[config.mk]
export PLATFORM = sky130hd
export DESIGN_NAME = mem_sys
export DESIGN_NICKNAME = d
export VERILOG_FILES = /design/src/verilog/sram_pkg.sv /design/src/verilog/wb_pkg.sv /design/src/verilog/mem_port.sv /design/src/verilog/mem_sys.sv /design/src/verilog/sram_wb.sv
export SDC_FILE = /design/constraint.sdc
export NUM_CORES = 1
export LEC_CHECK = 0
export BUFFER_PORTS_ARGS = -buffer_cell sky130_fd_sc_hd__buf_2
export CORE_AREA = 3 3 137 139
export CTS_BUF_LIST = sky130_fd_sc_hd__clkbuf_8
export DETAILED_ROUTE_END_ITERATION = 8
export DIE_AREA = 0 0 140 142
export PLACE_DENSITY_LB_ADDON = 0.15
export SLEW_MARGIN = 30
export SYNTH_ARGS = -nofsm -noshare
export SYNTH_HDL_FRONTEND = slang
export SYNTH_HIERARCHICAL = 1
export SYNTH_SLANG_ARGS = --single-unit
[constraint.sdc]
create_clock -name clk -period 7 [get_ports clk]
set_input_delay 1.4 -clock clk [delete_from_list [all_inputs] [get_ports clk]]
set_output_delay 1.4 -clock clk [all_outputs]
set_load 0.01 [all_outputs]
[src/verilog/sram_pkg.sv]
package sram_pkg;

    // External asynchronous SRAM, 16 bits wide, half-word addressed.
    localparam int SRAM_ADDR_WIDTH = 20;
    localparam int SRAM_DATA_WIDTH = 16;

    // Location and size of the SRAM window on the bus.
    localparam logic [31:0] SRAM_BASE_ADDR = 32'h0000_0000;
    localparam int unsigned SRAM_BYTES     = 1 << (SRAM_ADDR_WIDTH + 1);

    // Strobe hold time of each half access, in clock cycles.
    localparam int SRAM_ACCESS_CYCLES = 2;
    localparam int SRAM_CNT_WIDTH     = $clog2(SRAM_ACCESS_CYCLES + 1);

    // Control and address pins, all strobes active low.
    typedef struct packed {
        logic [SRAM_ADDR_WIDTH-1:0] addr;
        logic                       ce_n;
        logic                       oe_n;
        logic                       we_n;
        logic                       ub_n;  // Upper byte, dq[15:8].
        logic                       lb_n;  // Lower byte, dq[7:0].
    } sram_pins_t;

endpackage

[src/verilog/wb_pkg.sv]
package wb_pkg;

    localparam int WB_ADDR_WIDTH = 32;
    localparam int WB_DATA_WIDTH = 32;
    localparam int WB_SEL_WIDTH  = WB_DATA_WIDTH / 8;

    localparam int WB_BYTE_WIDTH = 8;
    localparam int WB_HALF_WIDTH = WB_DATA_WIDTH / 2;
    localparam int WB_ADDR_LSB   = $clog2(WB_SEL_WIDTH);  // Byte offset bits within a word.

    // Access size of a core load or store.
    typedef enum logic [1:0] {
        MEM_BYTE = 2'd0,
        MEM_HALF = 2'd1,
        MEM_WORD = 2'd2
    } mem_size_t;

    // One core request, held stable while the request is raised.
    typedef struct packed {
        logic                     we;
        mem_size_t                size;
        logic                     is_signed;
        logic [WB_ADDR_WIDTH-1:0] addr;
        logic [WB_DATA_WIDTH-1:0] wdata;
    } mem_cmd_t;

    // Classic cycle signals from master to slave.
    typedef struct packed {
        logic                     cyc;
        logic                     stb;
        logic                     we;
        logic [WB_SEL_WIDTH-1:0]  sel;
        logic [WB_ADDR_WIDTH-1:0] addr;
        logic [WB_DATA_WIDTH-1:0] data;
    } wb_m2s_t;

    // Slave response.
    typedef struct packed {
        logic                     ack;
        logic [WB_DATA_WIDTH-1:0] data;
    } wb_s2m_t;

    typedef struct packed {
        logic [WB_HALF_WIDTH-1:0] hi;
        logic [WB_HALF_WIDTH-1:0] lo;
    } wb_halves_t;

    // One bus word seen whole, as two halves or as byte lanes.
    typedef union packed {
        logic [WB_DATA_WIDTH-1:0]                    word;
        wb_halves_t                                  half;
        logic [WB_SEL_WIDTH-1:0][WB_BYTE_WIDTH-1:0]  bytes;
    } wb_word_u;

endpackage
[src/verilog/mem_port.sv]
`timescale 1ns/1ps

module mem_port
    import wb_pkg::*;
(
    input  logic                     clk,
    input  logic                     i_rst_n,

    input  logic                     i_req,
    input  mem_cmd_t                 i_cmd,
    output logic                     o_ack,
    output logic [WB_DATA_WIDTH-1:0] o_rdata,

    output wb_m2s_t                  o_wb,
    input  wb_s2m_t                  i_wb
);

    typedef enum logic [1:0] {
        S_IDLE,
        S_BUS,
        S_DONE
    } state_t;

    state_t                   state_q;
    state_t                   state_d;
    mem_cmd_t                 cmd_q;
    logic [WB_SEL_WIDTH-1:0]  sel;
    wb_word_u                 wdata;
    wb_word_u                 rword;
    logic [WB_BYTE_WIDTH-1:0] rbyte;
    logic [WB_HALF_WIDTH-1:0] rhalf;
    logic [WB_DATA_WIDTH-1:0] rdata_ext;

    always_comb begin
        state_d = state_q;
        case (state_q)
            S_IDLE: begin
                if (i_req) begin
                    state_d = S_BUS;
                end
            end
            S_BUS: begin
                if (i_wb.ack) begin
                    state_d = S_DONE;
                end
            end
            S_DONE: begin
                if (!i_req) begin
                    state_d = S_IDLE;  // Requester has dropped its request.
                end
            end
            default: state_d = S_IDLE;
        endcase
    end

    always_ff @(posedge clk) begin
        if (!i_rst_n) begin
            state_q <= S_IDLE;
        end else begin
            state_q <= state_d;
        end
    end

    always_ff @(posedge clk) begin
        if (state_q == S_IDLE && i_req) begin
            cmd_q <= i_cmd;
        end
    end

    // Lane selects and store data placement.
    always_comb begin
        case (cmd_q.size)
            MEM_BYTE: begin
                sel        = WB_SEL_WIDTH'(1) << cmd_q.addr[WB_ADDR_LSB-1:0];
                wdata.word = {4{cmd_q.wdata[WB_BYTE_WIDTH-1:0]}};
            end
            MEM_HALF: begin
                sel        = cmd_q.addr[1] ? 4'b1100 : 4'b0011;
                wdata.word = {2{cmd_q.wdata[WB_HALF_WIDTH-1:0]}};
            end
            default: begin
                sel        = '1;
                wdata.word = cmd_q.wdata;
            end
        endcase
    end

    always_comb begin
        o_wb.cyc  = (state_q == S_BUS);
        o_wb.stb  = (state_q == S_BUS);
        o_wb.we   = cmd_q.we;
        o_wb.sel  = sel;
        o_wb.addr = {cmd_q.addr[WB_ADDR_WIDTH-1:WB_ADDR_LSB], WB_ADDR_LSB'(0)};  // Word aligned.
        o_wb.data = wdata.word;
    end

    // Load lane selection and extension.
    always_comb begin
        rword.word = i_wb.data;
        rbyte      = rword.bytes[cmd_q.addr[WB_ADDR_LSB-1:0]];
        rhalf      = cmd_q.addr[1] ? rword.half.hi : rword.half.lo;
        case (cmd_q.size)
            MEM_BYTE: begin
                rdata_ext = {{(WB_DATA_WIDTH - WB_BYTE_WIDTH){cmd_q.is_signed & rbyte[WB_BYTE_WIDTH-1]}},
                             rbyte};
            end
            MEM_HALF: begin
                rdata_ext = {{(WB_DATA_WIDTH - WB_HALF_WIDTH){cmd_q.is_signed & rhalf[WB_HALF_WIDTH-1]}},
                             rhalf};
            end
            default: rdata_ext = rword.word;
        endcase
    end

    always_ff @(posedge clk) begin
        if (state_q == S_BUS && i_wb.ack) begin
            o_rdata <= cmd_q.we ? '0 : rdata_ext;  // Stores return zero.
        end
    end

    assign o_ack = (state_q == S_DONE);

endmodule

[src/verilog/mem_sys.sv]
`timescale 1ns/1ps

module mem_sys
    import wb_pkg::*, sram_pkg::*;
(
    input  logic                       clk,
    input  logic                       i_rst_n,

    // Core load/store port.
    input  logic                       i_req,
    input  mem_cmd_t                   i_cmd,
    output logic                       o_ack,
    output logic [WB_DATA_WIDTH-1:0]   o_rdata,

    // SRAM pins.
    output sram_pins_t                 o_sram,
    output logic [SRAM_DATA_WIDTH-1:0] o_sram_dq,
    input  logic [SRAM_DATA_WIDTH-1:0] i_sram_dq
);

    wb_m2s_t wb_m2s;
    wb_s2m_t wb_s2m;

    mem_port mem_port_inst (
        .clk(clk),
        .i_rst_n(i_rst_n),
        .i_req(i_req),
        .i_cmd(i_cmd),
        .o_ack(o_ack),
        .o_rdata(o_rdata),
        .o_wb(wb_m2s),
        .i_wb(wb_s2m)
    );

    sram_wb sram_wb_inst (
        .clk(clk),
        .i_rst_n(i_rst_n),
        .i_wb(wb_m2s),
        .o_wb(wb_s2m),
        .o_sram(o_sram),
        .o_sram_dq(o_sram_dq),
        .i_sram_dq(i_sram_dq)
    );

endmodule

[src/verilog/sram_wb.sv]
`timescale 1ns/1ps

module sram_wb
    import wb_pkg::*, sram_pkg::*;
(
    input  logic                       clk,
    input  logic                       i_rst_n,

    input  wb_m2s_t                    i_wb,
    output wb_s2m_t                    o_wb,

    output sram_pins_t                 o_sram,
    output logic [SRAM_DATA_WIDTH-1:0] o_sram_dq,
    input  logic [SRAM_DATA_WIDTH-1:0] i_sram_dq
);

    typedef enum logic [1:0] {
        S_IDLE,
        S_LO,
        S_HI,
        S_ACK
    } state_t;

    state_t                     state_q;
    state_t                     state_d;
    logic [SRAM_CNT_WIDTH-1:0]  cnt_q;
    logic                       last_cycle;
    logic                       req;
    logic [WB_ADDR_WIDTH-1:0]   offset;
    logic                       in_window;

    logic                       we_q;
    logic [WB_SEL_WIDTH-1:0]    sel_q;
    logic [SRAM_ADDR_WIDTH-2:0] word_q;
    wb_word_u                   wdata_q;
    wb_word_u                   rdata_q;

    logic                       hi_half;
    logic [1:0]                 lanes;
    logic                       active;

    assign req        = i_wb.cyc & i_wb.stb;
    assign offset     = i_wb.addr - SRAM_BASE_ADDR;
    assign in_window  = (offset < SRAM_BYTES);
    assign last_cycle = (cnt_q == SRAM_CNT_WIDTH'(SRAM_ACCESS_CYCLES - 1));

    always_comb begin
        state_d = state_q;
        case (state_q)
            S_IDLE: begin
                if (req) begin
                    state_d = in_window ? S_LO : S_ACK;  // Outside the window, ack at once.
                end
            end
            S_LO: begin
                if (last_cycle) begin
                    state_d = S_HI;
                end
            end
            S_HI: begin
                if (last_cycle) begin
                    state_d = S_ACK;
                end
            end
            default: state_d = S_IDLE;
        endcase
    end

    always_ff @(posedge clk) begin
        if (!i_rst_n) begin
            state_q <= S_IDLE;
            cnt_q   <= '0;
        end else begin
            state_q <= state_d;
            if ((state_q == S_LO || state_q == S_HI) && !last_cycle) begin
                cnt_q <= cnt_q + 1'b1;
            end else begin
                cnt_q <= '0;
            end
        end
    end

    // Request capture and read data assembly.
    always_ff @(posedge clk) begin
        if (state_q == S_IDLE && req) begin
            we_q         <= i_wb.we;
            sel_q        <= i_wb.sel;
            word_q       <= offset[SRAM_ADDR_WIDTH:WB_ADDR_LSB];
            wdata_q.word <= i_wb.data;
            if (!in_window) begin
                rdata_q.word <= '0;
            end
        end
        if (state_q == S_LO && last_cycle && !we_q) begin
            rdata_q.half.lo <= i_sram_dq;
        end
        if (state_q == S_HI && last_cycle && !we_q) begin
            rdata_q.half.hi <= i_sram_dq;
        end
    end

    // A half with no selected lane keeps every strobe high.
    assign hi_half = (state_q == S_HI);
    assign lanes   = hi_half ? sel_q[3:2] : sel_q[1:0];
    assign active  = (state_q == S_LO || state_q == S_HI) && (|lanes);

    always_comb begin
        o_sram.addr = {word_q, hi_half};  // Low half at 2N, high half at 2N+1.
        o_sram.ce_n = !active;
        o_sram.oe_n = !(active && !we_q);
        o_sram.we_n = !(active && we_q);
        o_sram.ub_n = !(active && lanes[1]);
        o_sram.lb_n = !(active && lanes[0]);
    end

    assign o_sram_dq = hi_half ? wdata_q.half.hi : wdata_q.half.lo;

    always_comb begin
        o_wb.ack  = (state_q == S_ACK);
        o_wb.data = rdata_q.word;
    end

endmodule

==> flow_summary.json <==
{
  "gp_congestion": 0.759,
  "pin_count": 161,
  "first_pass_iters": 5,
  "grt_overflow": 0,
  "path_clk_slew_ns": 0.11,
  "timing.final.crit_share_pct": 51.0,
  "cts_sinks": 194,
  "nets": 707,
  "dp_hpwl_um": 10300,
  "rsz0062_at_grt": "false",
  "cp.arrival_ns": 2.17,
  "syn_to_final_growth_pct": 14.7,
  "outcome": "complete, no violations",
  "fmax_ghz": 0.280,
  "grt_start_max_net_pins": 70,
  "cap_violations": 0,
  "drtIter0Drc": 267,
  "yosysWarnings": 6,
  "grt_pass1_wl_um": 23100,
  "viasPerCell": 4.96,
  "rows": 49,
  "netlist_area_sq_um": 8020,
  "hp-class": "flip-flop to flip-flop",
  "layout-drive-gt1-share_pct": 41.6,
  "setup_viol": 0,
  "cts_max_level": 4,
  "syn_nets": 585,
  "grt_pass1_vias": 4306,
  "pre_cts_ws_ns": 3.90,
  "slew_violations": 0,
  "cts_inserted_buffers": 17,
  "clockRootBuffer": "clkbuf_8",
  "tritoncts": "done",
  "vias": 4259,
  "tightest_slew_ns": 0.814,
  "ant_nets": 0,
  "track_usage_pct": 15.2,
  "ir_worst_vdd_uv": 143,
  "insertion_delay_ns": 0.46,
  "start_util_pct": 45.1,
  "drt_wl_total_um": 14900,
  "drc": 0,
  "power_mw": 2.51,
  "cp.required_ns": 5.60,
  "clock_path_buffers": 2,
  "relSlewSlack_pct": 45.7,
  "p_leak_nw": 3.40,
  "dieArea_sq_um": 19900,
  "antenna_found_initial": 5,
  "worst_setup_path_start_kind": "flip-flop",
  "die_width_um": 140,
  "hold_viol_final": 0,
  "die_h_um": 142,
  "cp-end-kind": "output port",
  "ctsResizeCount": 0,
  "core_area_sq_um": 17800,
  "io_buffers": 160,
  "fin_ws_ns": 3.43,
  "wl_per_cell_um": 17.4,
  "syn_avg_cell_area_sq_um": 16.3,
  "tns_ns": 0,
  "skew_ns": 0.0214,
  "fin_crit_ns": 3.57,
  "worstPathMaxFanout": 22,
  "synth_cells": 493,
  "cts_hold_buf": 0,
  "cts_setup_buffers": 0,
  "worstSetupPathType": "flip-flop to output port",
  "power_density_nw_per_um2": 272
}
report_power, final:
part | total [mW] | switching, mW | internal (mW) | leakage (nW)
Combinational | 0.341 | 0.185 | 0.156 | 1.38
Sequential | 1.41 | 0.0409 | 1.37 | 1.80
Clock | 0.756 | 0.465 | 0.291 | 0.221
Total | 2.51 | 0.692 | 1.81 | 3.40
stage by stage:
stage / hold WS (ns) / utilization, % / area (sq um) / std cells
finish: 0.430 / 51.8 / 9210 / 858
global route: 0.436 / 51.8 / 9200 / 857
CTS: 0.423 / 51.6 / 9180 / 856
detailed placement: 0.405 / 49.1 / 8720 / 824
global placement: 0.400 / 49.0 / 8710 / 823
floorplan: 0.398 / - / 8020 / 493
layout by cell type (no fill, tap or decap), types with 7 or more instances in the layout:
cell type / count
mux2_2: 40
a21oi_1: 9
nor2_1: 12
clkinv_8: 8
a21oi_2: 10
o21ai_0: 8
o2bb2ai_1: 7
mux2i_1: 13
buf_2: 160
clkbuf_8: 17
and2_1: 34
nand2_1: 36
a222oi_1: 7
edfxtp_1: 188
o221a_1: 8
metal layers:
metal  vias up  track usage (%)  routed length (um)
met5         -                0                  69
met4        10             5.05                 178
met3        25             6.25                1300
met2       144             22.8                6820
met1      2022             20.3                6530
li1       2058                -                   -
cell type report:
type / instances / area (sq um)
Clock inverter: 15 / 224
Tap cell: 229 / 287
Clock buffer: 17 / 234
Timing Repair Buffer: 167 / 870
Inverter: 5 / 18.8
Multi-Input combinational cell: 230 / 1800
Fill cell: 1512 / 8570
Sequential cell: 194 / 5770
Antenna cell: 1 / 2.50
sequential cells by signal, indices dropped and copies added (netlist names):
register	flops
mem_port_inst/cmd_q	37
sram_wb_inst/word_q	19
mem_port_inst/o_rdata	32
sram_wb_inst/cnt_q	2
sram_wb_inst/we_q	1
sram_wb_inst/wdata_q	32
sram_wb_inst/sel_q	4
sram_wb_inst/state_q	2
mem_port_inst/o_wb	31
mem_port_inst/state_q	2
sram_wb_inst/rdata_q	32
final timing paths:
check        slack (ns)                 endpoint  cells after the start                startpoint
max                3.43                o_sram[2]                      7   sram_wb_inst/state_q[0]
min                0.43  sram_wb_inst/word_q[11]                      0    mem_port_inst/o_wb[45]
max reg2reg        4.34  sram_wb_inst/rdata_q[2]                      5  mem_port_inst/state_q[0]
min reg2reg        0.43  sram_wb_inst/word_q[11]                      0    mem_port_inst/o_wb[45]
worst max-delay path: stages, from the launching register on:
cell      delay (ns)
dfxtp_1         0.35
inv_1           0.09
ha_1            0.15
buf_4           0.31
mux2_2          0.42
o21ai_4         0.16
nand2b_1        0.11
buf_2           0.12
Note: power is estimated with default switching activity, not from simulation.
